<file path="config.mk">
export PLATFORM = sky130hd
export DESIGN_NAME = control_unit
export DESIGN_NICKNAME = d
export VERILOG_FILES = /design/src/rtl/ctrl_pkg.sv /design/src/rtl/isa_pkg.sv /design/src/rtl/control_unit.sv /design/src/rtl/cycle_sequencer.sv /design/src/rtl/op_decode.sv /design/src/rtl/psw_cex_unit.sv
export SDC_FILE = /design/constraint.sdc
export NUM_CORES = 1
export LEC_CHECK = 0
export BUFFER_PORTS_ARGS = -buffer_cell sky130_fd_sc_hd__buf_2
export CORE_AREA = 2 2 83 85
export DETAILED_ROUTE_END_ITERATION = 6
export DIE_AREA = 0 0 85 87
export PLACE_DENSITY = 0.91
export SLEW_MARGIN = 40
export SYNTH_ARGS = -nofsm -noshare
export SYNTH_HDL_FRONTEND = slang
export SYNTH_SLANG_ARGS = --single-unit
</file>
<file path="constraint.sdc">
create_clock -name clock -period 3.92 [get_ports clock]
set_clock_uncertainty 0.1 [all_clocks]
set_input_delay 0.392 -clock clock [delete_from_list [all_inputs] [get_ports clock]]
set_output_delay 0.392 -clock clock [all_outputs]
set_load 0.02 [all_outputs]
</file>
<file path="src/rtl/ctrl_pkg.sv">
`default_nettype none

package ctrl_pkg;

	// Five cycles per instruction
	typedef enum logic [2:0]
	{
		FETCH,		// PC to MAR
		PC_INC,		// PC plus 2
		IR_LOAD,	// MDR to IR
		DECODE,		// Decoder enable, CEX count
		EXECUTE		// Instruction controls
	} cycle_e;

	// Data-bus source select
	typedef enum logic [1:0]
	{
		MDR,
		REGFILE,
		IR,
		ALU
	} bus_src_e;

	// Data-bus destination select
	typedef enum logic [1:0]
	{
		MDR_DST,
		REG_DST,
		IR_DST
	} bus_dst_e;

	// Opcode class from the decoder
	typedef enum logic [2:0]
	{
		CLS_NONE,	// Unsupported opcode, no controls
		CLS_BRANCH,
		CLS_ALU,
		CLS_SHIFT,
		CLS_MOV,
		CLS_SETCC,
		CLS_CLRCC,
		CLS_CEX
	} instr_class_e;

	localparam int DATA_W = 16;	// Machine word
	localparam int RNUM_W = 5;	// Register number incl. constants

	localparam logic [RNUM_W-1:0] REG_PC     = 5'd7;
	localparam logic [RNUM_W-1:0] REG_CONST2 = 5'd10;	// Constant 2 for PC increment

	localparam logic [DATA_W-1:0] PSW_RESET = 16'h60e0;

endpackage

`default_nettype wire

</file>
<file path="src/rtl/isa_pkg.sv">
`default_nettype none

package isa_pkg;

	// Opcodes kept from the full ISA, original numbering
	typedef enum logic [6:0]
	{
		BEQ   = 7'd1,	// Branch group, 1 to 8
		BNE   = 7'd2,
		BC    = 7'd3,
		BNC   = 7'd4,
		BN    = 7'd5,
		BGE   = 7'd6,
		BLT   = 7'd7,
		BRA   = 7'd8,
		ADD   = 7'd9,	// Two-operand ALU group, 9 to 20
		ADDC  = 7'd10,
		SUB   = 7'd11,
		SUBC  = 7'd12,
		DADD  = 7'd13,
		CMP   = 7'd14,
		XOR   = 7'd15,
		AND   = 7'd16,
		OR    = 7'd17,
		BIT   = 7'd18,
		BIC   = 7'd19,
		BIS   = 7'd20,
		MOV   = 7'd21,	// Register to register
		SRA   = 7'd23,	// Shifts share the ALU
		RRC   = 7'd24,
		SETCC = 7'd29,	// PSW flag set
		CLRCC = 7'd30,	// PSW flag clear
		CEX   = 7'd31	// Conditional execution
	} opcode_e;

	// Condition codes for branches and CEX
	typedef enum logic [3:0]
	{
		EQ = 4'd0,	// Z set
		NE = 4'd1,	// Z clear
		CS = 4'd2,	// C set
		CC = 4'd3,	// C clear
		MI = 4'd4,	// N set
		PL = 4'd5,	// N clear
		VS = 4'd6,	// V set
		VC = 4'd7,	// V clear
		HI = 4'd8,	// C set and Z clear
		LS = 4'd9,	// C clear or Z set
		GE = 4'd10,	// N equals V
		LT = 4'd11,	// N differs from V
		GT = 4'd12,	// Z clear and N equals V
		LE = 4'd13,	// Z set or N differs from V
		AL = 4'd14	// Always; 15 never passes
	} cond_e;

	// PSW flag positions
	localparam int PSW_C   = 0;
	localparam int PSW_Z   = 1;
	localparam int PSW_N   = 2;
	localparam int PSW_SLP = 3;	// Sleep, set while at the breakpoint
	localparam int PSW_V   = 4;

	localparam logic [6:0] ALU_OP_BASE   = 7'd9;	// ADD maps to ALU op 0
	localparam logic [6:0] SHIFT_OP_BASE = 7'd11;	// SRA and RRC land after BIS

endpackage

`default_nettype wire

</file>
<file path="src/rtl/control_unit.sv">
`timescale 1ns/1ps
`default_nettype none

module control_unit import ctrl_pkg::*;
(
	input  wire logic              clock,
	input  wire logic              cpucycle_rst,
	input  wire logic [6:0]        op,
	input  wire logic [3:0]        cond,
	input  wire logic [2:0]        true_cnt,
	input  wire logic [2:0]        false_cnt,
	input  wire logic [4:0]        pswb,
	input  wire logic [2:0]        dst,
	input  wire logic [2:0]        srccon,
	input  wire logic              wb,
	input  wire logic              rc,
	input  wire logic [DATA_W-1:0] pc,
	input  wire logic [DATA_W-1:0] brkpnt,
	input  wire logic [DATA_W-1:0] psw_in,
	output logic                   mar_load,
	output logic                   id_enable,
	output logic                   alu_enable,
	output logic                   sxt_enable,
	output logic                   s_bus_ctrl,
	output logic                   psw_update,
	output logic [5:0]             alu_op,
	output logic [RNUM_W-1:0]      alu_rnum_dst,
	output logic [RNUM_W-1:0]      alu_rnum_src,
	output logic [RNUM_W-1:0]      dbus_rnum_dst,
	output logic [RNUM_W-1:0]      dbus_rnum_src,
	output bus_src_e               data_src,
	output bus_dst_e               data_dst,
	output logic                   data_wb,
	output logic                   data_wr,
	output logic [DATA_W-1:0]      psw_out
);

	instr_class_e instr_class;
	logic         branch_taken;
	logic         cex_true;
	logic         instr_run;	// Not skipped by CEX
	logic         halted;	// At breakpoint
	logic         decode_strobe;
	logic         exec_strobe;

	op_decode i_op_decode (	// Conditions see the registered PSW
		.op           (op),
		.cond         (cond),
		.psw          (psw_out),
		.instr_class  (instr_class),
		.branch_taken (branch_taken),
		.cex_true     (cex_true)
	);

	psw_cex_unit i_psw_cex_unit (
		.clock         (clock),
		.cpucycle_rst  (cpucycle_rst),
		.psw_in        (psw_in),
		.pc            (pc),
		.brkpnt        (brkpnt),
		.instr_class   (instr_class),
		.pswb          (pswb),
		.cex_true      (cex_true),
		.true_cnt      (true_cnt),
		.false_cnt     (false_cnt),
		.decode_strobe (decode_strobe),
		.exec_strobe   (exec_strobe),
		.psw_out       (psw_out),
		.instr_run     (instr_run),
		.halted        (halted)
	);

	cycle_sequencer i_cycle_sequencer (
		.clock         (clock),
		.cpucycle_rst  (cpucycle_rst),
		.halted        (halted),
		.instr_run     (instr_run),
		.instr_class   (instr_class),
		.branch_taken  (branch_taken),
		.op            (op),
		.dst           (dst),
		.srccon        (srccon),
		.wb            (wb),
		.rc            (rc),
		.mar_load      (mar_load),
		.id_enable     (id_enable),
		.alu_enable    (alu_enable),
		.sxt_enable    (sxt_enable),
		.s_bus_ctrl    (s_bus_ctrl),
		.psw_update    (psw_update),
		.alu_op        (alu_op),
		.alu_rnum_dst  (alu_rnum_dst),
		.alu_rnum_src  (alu_rnum_src),
		.dbus_rnum_dst (dbus_rnum_dst),
		.dbus_rnum_src (dbus_rnum_src),
		.data_src      (data_src),
		.data_dst      (data_dst),
		.data_wb       (data_wb),
		.data_wr       (data_wr),
		.decode_strobe (decode_strobe),
		.exec_strobe   (exec_strobe)
	);

endmodule

`default_nettype wire

</file>
<file path="src/rtl/cycle_sequencer.sv">
`timescale 1ns/1ps
`default_nettype none

module cycle_sequencer import isa_pkg::*, ctrl_pkg::*;
(
	input  wire logic          clock,
	input  wire logic          cpucycle_rst,
	input  wire logic          halted,
	input  wire logic          instr_run,
	input  wire instr_class_e  instr_class,
	input  wire logic          branch_taken,
	input  wire logic [6:0]    op,
	input  wire logic [2:0]    dst,
	input  wire logic [2:0]    srccon,
	input  wire logic          wb,
	input  wire logic          rc,
	output logic               mar_load,
	output logic               id_enable,
	output logic               alu_enable,
	output logic               sxt_enable,
	output logic               s_bus_ctrl,
	output logic               psw_update,
	output logic [5:0]         alu_op,
	output logic [RNUM_W-1:0]  alu_rnum_dst,
	output logic [RNUM_W-1:0]  alu_rnum_src,
	output logic [RNUM_W-1:0]  dbus_rnum_dst,
	output logic [RNUM_W-1:0]  dbus_rnum_src,
	output bus_src_e           data_src,
	output bus_dst_e           data_dst,
	output logic               data_wb,
	output logic               data_wr,
	output logic               decode_strobe,
	output logic               exec_strobe
);

	cycle_e             state;
	cycle_e             state_nxt;
	logic [6:0]         op_base;
	logic [6:0]         op_ofs;
	logic               mar_load_n;
	logic               id_enable_n;
	logic               alu_enable_n;
	logic               sxt_enable_n;
	logic               s_bus_ctrl_n;
	logic               psw_update_n;
	logic               data_wr_n;
	logic               decode_strobe_n;
	logic               exec_strobe_n;
	logic [5:0]         alu_op_n;
	logic [RNUM_W-1:0]  alu_rnum_dst_n;
	logic [RNUM_W-1:0]  alu_rnum_src_n;
	logic [RNUM_W-1:0]  dbus_rnum_dst_n;
	logic [RNUM_W-1:0]  dbus_rnum_src_n;
	bus_src_e           data_src_n;
	bus_dst_e           data_dst_n;
	logic               data_wb_n;

	// ALU op is twice the group offset plus the W/B bit
	assign op_base = (instr_class == CLS_SHIFT) ? SHIFT_OP_BASE : ALU_OP_BASE;
	assign op_ofs  = op - op_base;

	always_comb
	begin
		case (state)
			FETCH:   state_nxt = PC_INC;
			PC_INC:  state_nxt = IR_LOAD;
			IR_LOAD: state_nxt = DECODE;
			DECODE:  state_nxt = EXECUTE;
			default: state_nxt = FETCH;	// Every kept op ends in one execute cycle
		endcase
	end

	always_comb
	begin
		mar_load_n      = 1'b0;
		id_enable_n     = 1'b0;
		alu_enable_n    = 1'b0;
		sxt_enable_n    = 1'b0;
		s_bus_ctrl_n    = 1'b0;	// S-bus from register file
		psw_update_n    = 1'b0;
		data_wr_n       = 1'b0;
		decode_strobe_n = 1'b0;
		exec_strobe_n   = 1'b0;
		alu_op_n        = 6'd0;	// ADD
		alu_rnum_dst_n  = REG_PC;
		alu_rnum_src_n  = REG_CONST2;
		dbus_rnum_dst_n = REG_PC;
		dbus_rnum_src_n = REG_PC;
		data_src_n      = MDR;
		data_dst_n      = MDR_DST;
		data_wb_n       = 1'b0;	// Word transfer
		if (!halted)	// Everything stays low at the breakpoint
		begin
			case (state)
				FETCH:
					mar_load_n = 1'b1;	// PC to MAR, memory read starts
				PC_INC:
				begin
					alu_enable_n = 1'b1;	// PC + 2 with default regs
					data_src_n   = ALU;
					data_dst_n   = REG_DST;
					data_wr_n    = 1'b1;
				end
				IR_LOAD:
				begin
					data_src_n = MDR;	// Fetched word into IR
					data_dst_n = IR_DST;
					data_wr_n  = 1'b1;
				end
				DECODE:
				begin
					decode_strobe_n = 1'b1;	// Skipped ops still use a CEX count
					id_enable_n     = instr_run;
				end
				default:	// EXECUTE
				begin
					exec_strobe_n = instr_run;
					if (instr_run)
					begin
						case (instr_class)
							CLS_ALU, CLS_SHIFT:
							begin
								alu_enable_n    = 1'b1;
								psw_update_n    = 1'b1;	// Flags from ALU
								alu_op_n        = {op_ofs[4:0], wb};
								alu_rnum_dst_n  = {2'b00, dst};
								alu_rnum_src_n  = {1'b0, rc, srccon};	// RC picks constants 8 to 15
								dbus_rnum_dst_n = {2'b00, dst};	// Result back to dst
								data_src_n      = ALU;
								data_dst_n      = REG_DST;
								data_wb_n       = wb;
								data_wr_n       = 1'b1;
							end
							CLS_BRANCH:
							begin
								if (branch_taken)
								begin
									sxt_enable_n = 1'b1;	// Offset from IR
									s_bus_ctrl_n = 1'b1;	// S-bus from sign extender
									alu_enable_n = 1'b1;	// PC + offset
									data_src_n   = ALU;
									data_dst_n   = REG_DST;
									data_wr_n    = 1'b1;
								end
							end
							CLS_MOV:
							begin
								dbus_rnum_dst_n = {2'b00, dst};
								dbus_rnum_src_n = {2'b00, srccon};
								data_src_n      = REGFILE;
								data_dst_n      = REG_DST;
								data_wb_n       = wb;
								data_wr_n       = 1'b1;
							end
							default:
								data_wr_n = 1'b0;	// SETCC, CLRCC, CEX handled in PSW unit
						endcase
					end
				end
			endcase
		end
	end

	// Controls, one clock behind the state
	always_ff @(posedge clock)
	begin
		if (cpucycle_rst)
		begin
			state         <= FETCH;
			mar_load      <= 1'b0;
			id_enable     <= 1'b0;
			alu_enable    <= 1'b0;
			sxt_enable    <= 1'b0;
			s_bus_ctrl    <= 1'b0;
			psw_update    <= 1'b0;
			data_wr       <= 1'b0;
			decode_strobe <= 1'b0;
			exec_strobe   <= 1'b0;
		end
		else
		begin
			if (!halted)
				state <= state_nxt;	// Hold the cycle at breakpoint
			mar_load      <= mar_load_n;
			id_enable     <= id_enable_n;
			alu_enable    <= alu_enable_n;
			sxt_enable    <= sxt_enable_n;
			s_bus_ctrl    <= s_bus_ctrl_n;
			psw_update    <= psw_update_n;
			data_wr       <= data_wr_n;
			decode_strobe <= decode_strobe_n;
			exec_strobe   <= exec_strobe_n;
		end
	end

	// Register numbers and selects, qualified by the enables
	always_ff @(posedge clock)
	begin
		alu_op        <= alu_op_n;
		alu_rnum_dst  <= alu_rnum_dst_n;
		alu_rnum_src  <= alu_rnum_src_n;
		dbus_rnum_dst <= dbus_rnum_dst_n;
		dbus_rnum_src <= dbus_rnum_src_n;
		data_src      <= data_src_n;
		data_dst      <= data_dst_n;
		data_wb       <= data_wb_n;
	end

endmodule

`default_nettype wire

</file>
<file path="src/rtl/op_decode.sv">
`timescale 1ns/1ps
`default_nettype none

module op_decode import isa_pkg::*, ctrl_pkg::*;
(
	input  wire logic [6:0]        op,
	input  wire logic [3:0]        cond,
	input  wire logic [DATA_W-1:0] psw,
	output instr_class_e           instr_class,
	output logic                   branch_taken,
	output logic                   cex_true
);

	opcode_e opc;
	cond_e   branch_cond;

	// Flag rules shared by branches and CEX
	function automatic logic cond_true(input cond_e c, input logic [DATA_W-1:0] p);
		logic c_f;
		logic z_f;
		logic n_f;
		logic v_f;
		c_f = p[PSW_C];
		z_f = p[PSW_Z];
		n_f = p[PSW_N];
		v_f = p[PSW_V];
		case (c)
			EQ:      cond_true = z_f;
			NE:      cond_true = !z_f;
			CS:      cond_true = c_f;
			CC:      cond_true = !c_f;
			MI:      cond_true = n_f;
			PL:      cond_true = !n_f;
			VS:      cond_true = v_f;
			VC:      cond_true = !v_f;
			HI:      cond_true = c_f && !z_f;
			LS:      cond_true = !c_f || z_f;
			GE:      cond_true = (n_f == v_f);
			LT:      cond_true = (n_f != v_f);
			GT:      cond_true = !z_f && (n_f == v_f);
			LE:      cond_true = z_f || (n_f != v_f);
			AL:      cond_true = 1'b1;
			default: cond_true = 1'b0;	// Code 15
		endcase
	endfunction

	assign opc = opcode_e'(op);	// Raw IR field to opcode

	always_comb
	begin
		case (opc)
			BEQ, BNE, BC, BNC, BN, BGE, BLT, BRA:	instr_class = CLS_BRANCH;
			ADD, ADDC, SUB, SUBC, DADD, CMP,
			XOR, AND, OR, BIT, BIC, BIS:			instr_class = CLS_ALU;
			SRA, RRC:								instr_class = CLS_SHIFT;
			MOV:									instr_class = CLS_MOV;
			SETCC:									instr_class = CLS_SETCC;
			CLRCC:									instr_class = CLS_CLRCC;
			CEX:									instr_class = CLS_CEX;
			default:								instr_class = CLS_NONE;
		endcase
	end

	// Branch opcode to condition code
	always_comb
	begin
		case (opc)
			BEQ:     branch_cond = EQ;
			BNE:     branch_cond = NE;
			BC:      branch_cond = CS;
			BNC:     branch_cond = CC;
			BN:      branch_cond = MI;
			BGE:     branch_cond = GE;
			BLT:     branch_cond = LT;
			default: branch_cond = AL;	// BRA; others masked below
		endcase
	end

	assign branch_taken = (instr_class == CLS_BRANCH) && cond_true(branch_cond, psw);
	assign cex_true     = cond_true(cond_e'(cond), psw);	// CEX uses its own field

endmodule

`default_nettype wire

</file>
<file path="src/rtl/psw_cex_unit.sv">
`timescale 1ns/1ps
`default_nettype none

module psw_cex_unit import isa_pkg::*, ctrl_pkg::*;
(
	input  wire logic              clock,
	input  wire logic              cpucycle_rst,
	input  wire logic [DATA_W-1:0] psw_in,
	input  wire logic [DATA_W-1:0] pc,
	input  wire logic [DATA_W-1:0] brkpnt,
	input  wire instr_class_e      instr_class,
	input  wire logic [4:0]        pswb,
	input  wire logic              cex_true,
	input  wire logic [2:0]        true_cnt,
	input  wire logic [2:0]        false_cnt,
	input  wire logic              decode_strobe,
	input  wire logic              exec_strobe,
	output logic [DATA_W-1:0]      psw_out,
	output logic                   instr_run,
	output logic                   halted
);

	logic [DATA_W-1:0] psw_nxt;
	logic              cex_active;	// CEX window open
	logic              cex_result;	// Condition at CEX time
	logic [2:0]        cex_tcnt;	// True-group ops left
	logic [2:0]        cex_fcnt;	// False-group ops left
	logic              cex_last;	// One op left in the window

	assign halted = (pc == brkpnt);

	// True group is consumed first, then the false group
	always_comb
	begin
		if (!cex_active)
			instr_run = 1'b1;
		else if (cex_tcnt != 3'd0)
			instr_run = cex_result;
		else if (cex_fcnt != 3'd0)
			instr_run = !cex_result;
		else
			instr_run = 1'b1;	// Empty window, closes on next decode
	end

	assign cex_last = ((cex_tcnt == 3'd0) && (cex_fcnt <= 3'd1)) ||
		((cex_tcnt == 3'd1) && (cex_fcnt == 3'd0));

	// PSW follows the ALU flags; strobe comes the cycle after EXECUTE
	always_comb
	begin
		psw_nxt          = psw_in;
		psw_nxt[PSW_SLP] = halted;	// Sleep while at breakpoint
		if (exec_strobe && (instr_class == CLS_SETCC))
			psw_nxt[PSW_V:PSW_C] = psw_in[PSW_V:PSW_C] | pswb;
		else if (exec_strobe && (instr_class == CLS_CLRCC))
			psw_nxt[PSW_V:PSW_C] = psw_in[PSW_V:PSW_C] & ~pswb;
	end

	always_ff @(posedge clock)
	begin
		if (cpucycle_rst)
		begin
			psw_out    <= PSW_RESET;
			cex_active <= 1'b0;
			cex_result <= 1'b0;
			cex_tcnt   <= 3'd0;
			cex_fcnt   <= 3'd0;
		end
		else
		begin
			psw_out <= psw_nxt;
			if (exec_strobe && (instr_class == CLS_CEX))
			begin
				cex_active <= 1'b1;	// Window covers the following ops
				cex_result <= cex_true;
				cex_tcnt   <= true_cnt;
				cex_fcnt   <= false_cnt;
			end
			else if (decode_strobe && cex_active)
			begin
				if (cex_tcnt != 3'd0)
					cex_tcnt <= cex_tcnt - 3'd1;
				else if (cex_fcnt != 3'd0)
					cex_fcnt <= cex_fcnt - 3'd1;
				if (cex_last)
					cex_active <= 1'b0;	// Both counts used up
			end
		end
	end

endmodule

`default_nettype wire

</file>
[Yosys cells after proc, flatten, opt, wreduce, memory -nomap -nowiden]
Memory sizes are Yosys's and may differ from the RTL's.
Index checks and enable logic that the tools add are counted.
Word-level totals
  memories: 1
  bits in read-only memories: 96
  bits in registers: 66
  logic and storage cells: 175
Operators by class
  reductions and logical operators: 46
  bitwise operators: 9
  multiplexer cells: 39
  add/subtract/negate cells: 3
  $lt $le $gt $ge: 1
  eq/ne operators: 50
Memory list
  (name not given): words 32, width 3, rd ports 1, clocked after Yosys merged registers in 0, wr ports 0, line op_decode.sv:51  | case (opc)
Operators with widths (number)
  equality test 4 bit, second input constant: 14
  equality test 4 x 3 -> 1 bit, second input constant: 8
  case mux 1 bit (15 select lines): 2
  equality test 7 x 3 -> 1 bit, second input constant: 4
  case mux 4 bit (7 select lines): 1
  OR reduction 7 bit: 4
  2-to-1 mux 3 bit: 8
  equality test 16 bit: 1
  equality test 4 x 2 -> 1 bit, second input constant: 4
  equality test 7 x 2 -> 1 bit, second input constant: 2
  2-to-1 mux 1 bit: 13
  equality test 3 x 2 -> 1 bit, second input constant: 4
  equality test 3 bit, second input constant: 4
  case mux 2 bit (3 select lines): 2
  case mux 3 bit (4 select lines): 1
  OR reduction 6 bit: 2
  2-to-1 mux 5 bit: 2
  equality test 3 x 1 -> 1 bit, second input constant: 3
  logical AND 1 bit: 9
  logical NOT 3 bit: 3
  OR reduction 3 bit: 3
  equality test 4 x 1 -> 1 bit, second input constant: 2
  logical NOT 4 bit: 2
  2-to-1 mux 2 bit: 4
  other kinds (22): 46

[Depth between registers and ports, before layout]
  depth after elaboration: 9
  gate-level depth with buffers: 12
  depth with buffers taken out: 11

[Modules after synthesis]
Synthesis repeated with hierarchy kept, for this count alone.
Second synthesis, totals
  cell total of the unflattened synthesis: 327
  area total of the unflattened synthesis: 2952.8 µm²
Modules (own cells, without submodules)
  cycle_sequencer: seq. area each 700.7 µm², times used 1, area each 1242.4 µm², cells each 119
  psw_cex_unit: seq. area each 480.5 µm², times used 1, area each 1196.1 µm², cells each 131
  op_decode: seq. area each 0.0 µm², times used 1, area each 514.2 µm², cells each 77

[Worst setup path after synthesis]
No wires, ideal clock.
  kind: input to register
  from: input port op[0]
  to: register i_cycle_sequencer.alu_op[5]
  stages on the path: 12
  arrival time: 2526 ps
  setup time: 125 ps
  path buffers: 1
  path slack: 1169 ps
  path through: inv_1 ha_1 buf_6 or3b_2 o311ai_2 a211o_1 or3_1 inv_1 fa_1 a21oi_1 xor2_1 nor2_1
On the way
  longest elaborated chain between the ends: 6
  elaborated cells on any way between the ends: 9
  those cells by class: add/sub (1); eq/ne (2); mux (2); bitwise (1); reduce/logical (2); memory (1)
Ends and longest elaborated chain
  start, declared: line control_unit.sv:8  | input wire logic [6:0] op,
  parallel branches: the longest is 6 deep, another holds subtractor 5 bit
  end signal, assigned: line cycle_sequencer.sv:199  | alu_op <= alu_op_n;
  end, declared: line cycle_sequencer.sv:23  | output logic [5:0] alu_op,
Several ways; the timed one is not identified.
A chain may end at the register's enable or synchronous reset.

[Worst setup path after layout]
Ends and elaborated chain as after synthesis.

==> out/metrics.cfg <==
[sta]
drv_slew = 0
grt_setup_unrepaired = false
clock.fmax_mhz = 352.0
timing.max_slew.rel_slack_pct = 64.34
summed_negative_setup_slack_over_all_endpoints_ns = 0
period_share_pct = 72.47
period_needed_ns = 2.841
final_setup_viols = 0
hold_viol_final = 0
worst_slew_pin_slew_ns = 0.5349

[logic_synthesis]
asyncSetResetFlopFracSynth_pct = 0
synth_enable_flop_cells = 0
syn-cell-area_um2 = 3132
syn_area_per_cell_um2 = 8.922
postSynth.topFlopCell = sky130_fd_sc_hd__dfxtp_1
synth_cell_types = 66
synth_largest_area_cell = sky130_fd_sc_hd__dfxtp_1
synthTopCellsByArea = sky130_fd_sc_hd__dfxtp_1 38%, sky130_fd_sc_hd__xnor2_1 6.4%, sky130_fd_sc_hd__ha_1 4.8%
yosysSeqAreaShare_pct = 37.71
syn_inst = 351
synthesis.yosys.warnings = 0
yosys_register_bits = 59
synthDominantCellAreaShare_pct = 37.71

[clock_tree]
clk_pin_slew_worst_paths_ns = 0.07
numCtsBuffers = 9
holdBufCountCts = 0
tritoncts = built
ctsRootBufferMaster = sky130_fd_sc_hd__clkbuf_8
clk_latency_ns = 0.32
post_cts.resized_instances = 0
h_tree_levels = 3
post-cts-setup-buffers = 0
cts.path.max_buffers = 2
tritoncts_num_sinks = 59

[cells_and_area]
area_delta_synth_final_pct = 26.41
layout.cells.most_common_list = 126 x sky130_fd_sc_hd__buf_2, 59 x sky130_fd_sc_hd__dfxtp_1, 25 x sky130_fd_sc_hd__nor2_1, 25 x sky130_fd_sc_hd__nand2_1, 23 x sky130_fd_sc_hd__xnor2_1
final_net_count = 564
n_antenna_cell = 0
mostFrequentLayoutCell = sky130_fd_sc_hd__buf_2
drive_above_1_share_pct = 36.55
fin_util_pct = 60.27

[worst_setup_path]
reg2reg_depth = 9
cp_data_required_time_ns = 4.02
critPathSlowestCell = sky130_fd_sc_hd__or3b_2
reg2reg_slack_ns = 1.51
worst-setup-path-type = primary input to flip-flop
worstPathBufferInverterCount = 3
start_kind = primary input
path_delay_family = adder cells
cpPeakStageDelay_ns = 0.50
arrival_ns = 2.94
path_cells = buf_2 > inv_1 > ha_1 > or3b_2 > o311ai_2 > a211o_1 > or3_1 > inv_1 > fa_1 > a21oi_1 > xor2_1 > nor2_1
crit_path_end_kind = flip-flop
crit-reg2reg-launch = i_psw_cex_unit.cex_fcnt[0]
r2r_end = i_cycle_sequencer.data_wb
maximum_fanout_encountered_on_the_critical_timing_path = 10
cell_mode_on_critical_path = sky130_fd_sc_hd__inv_1

[grt]
via_count_of_the_first_global_routing_pass = 2748
total_overflow_reported_by_the_global_router = 0
grt_max_degree = 30
antenna_found_initial = 0
grt_pass1_wl_mm = 11.85
gr-usage-all-layers_pct = 19.83

[detailed_routing]
postRouteAntennaNets = 0
dr_total_vias = 2968
avgViaCountPerCell = 5.338
firstDrtPassIters = 4
wl_per_cell_um = 13.63
final_routed_drc_violation_total = 0
routed_wirelength_mm = 7.576
drtIter0Drc = 124

[power]
swShare_pct = 25.33
netSwitchingPower_uw = 361.2
internal_power_mw = 1.064
design_power_total_mw = 1.426
power_density_nw_per_um2 = 360.1
power_frac_comb_pct = 15.0
power.ir.vdd_worst_uv = 297.0
pwr-share-seq_pct = 44.2
clkPwrFrac_pct = 40.8
leakage_nw = 1.696

[floorplanning]
dieWidth_um = 85
die_y_um = 87
starting_density_of_the_core_pct = 47.68
rows = 30
placeableCoreArea_um2 = 6569
floorplan_die_area_um2 = 7395
boundaryPins = 134

[hold_path]
hold_end = i_psw_cex_unit.psw_out[6]
hold_path_class = primary input to flip-flop
whs_path_depth = 2
hold_start = psw_in[6]

[placement]
hpwlAfterDp_mm = 5.904
portBuffers = 126
globalplace.congestion = 0.8264

[job]
timing.max_cap.violations = 0

[outcome]
outcome = finished clean

Yosys cell counts, types with 6 or more instances:
library cell	number
sky130_fd_sc_hd__a21oi_1	21
sky130_fd_sc_hd__clkbuf_1	8
sky130_fd_sc_hd__nand3_1	6
sky130_fd_sc_hd__nor2_1	25
sky130_fd_sc_hd__or3_1	12
sky130_fd_sc_hd__ha_1	12
sky130_fd_sc_hd__xnor2_1	23
sky130_fd_sc_hd__nand2_1	25
sky130_fd_sc_hd__nor2b_1	15
sky130_fd_sc_hd__dfxtp_1	59
sky130_fd_sc_hd__inv_1	19
sky130_fd_sc_hd__or2_2	6
sky130_fd_sc_hd__o21ai_0	19
sky130_fd_sc_hd__buf_4	9
sky130_fd_sc_hd__o211ai_1	6
metrics by stage:
stage	instance area (um2)	hold WS [ns]	instances	worst slack, ns
after floorplan	3154	0.3644	357	1.169
after global placement	3751	0.4189	540	0.8774
after detailed placement	3751	0.4266	540	0.7582
after CTS	3959	0.1303	556	1.115
after global routing	3959	0.1241	556	0.9502
final	3959	0.1482	556	1.079
layer usage:
| metal | up-vias | global-route usage (%) | share of wire, % |
|---|---|---|---|
| met3 | 10 | 6.825 | 8.3 |
| met5 | - | 0 | 0 |
| met1 | 1372 | 20.66 | 38 |
| met4 | 0 | 6.494 | 1.5 |
| li1 | 1453 | - | - |
| met2 | 133 | 37.14 | 52 |
final cells by class:
type	instances	area (um2)
sequential	59	1181
fill	581	2610
clock buffer	10	127.6
clock inverter	6	80.08
multi-input combinational	254	1757
timing repair buffer	127	638.1
tap	80	100.1
inverter	20	75.07
worst max path at each step:
stage               start  slack [ns]                          end  cells past startpoint
detailed placement  op[0]        0.76  i_cycle_sequencer.alu_op[5]                     12
finish              op[0]        1.08  i_cycle_sequencer.alu_op[5]                     12
global placement    op[0]        0.88  i_cycle_sequencer.alu_op[5]                     12
floorplan           op[0]        1.17  i_cycle_sequencer.alu_op[5]                     12
global route        op[0]        0.95  i_cycle_sequencer.alu_op[4]                     11
CTS                 op[0]        1.12  i_cycle_sequencer.alu_op[5]                     12
cells by family after synthesis:
family | synth area share (%)
simple gates | 23.93
buf+inv | 6.911
mux | 0.3196
xor+xnor | 6.992
flops | 37.71
compound gates | 18.58
other cells | 0.1197
fa+ha+maj | 5.433
flip-flops by register name (all words and copies together), names as in the netlist, 2 cells and up:
signal,cells
i_cycle_sequencer.dbus_rnum_dst,3
i_cycle_sequencer.state,3
i_cycle_sequencer.data_src,2
i_cycle_sequencer.alu_rnum_dst,3
i_psw_cex_unit.cex_fcnt,3
i_cycle_sequencer.alu_op,6
i_psw_cex_unit.cex_tcnt,3
i_psw_cex_unit.psw_out,16
i_cycle_sequencer.dbus_rnum_src,3
i_cycle_sequencer.alu_rnum_src,4
i_cycle_sequencer.data_dst,2
power groups by stage:
stage | clock network (mW) | registers, mW | logic, mW
floorplan | 0 | 0.658 | 0.122
finish | 0.582 | 0.630 | 0.214
global placement | 0 | 0.642 | 0.206
CTS | 0.594 | 0.630 | 0.214
detailed placement | 0 | 0.643 | 0.213
global route | 0.617 | 0.632 | 0.234
Note: power is estimated with default switching activity, not from simulation.
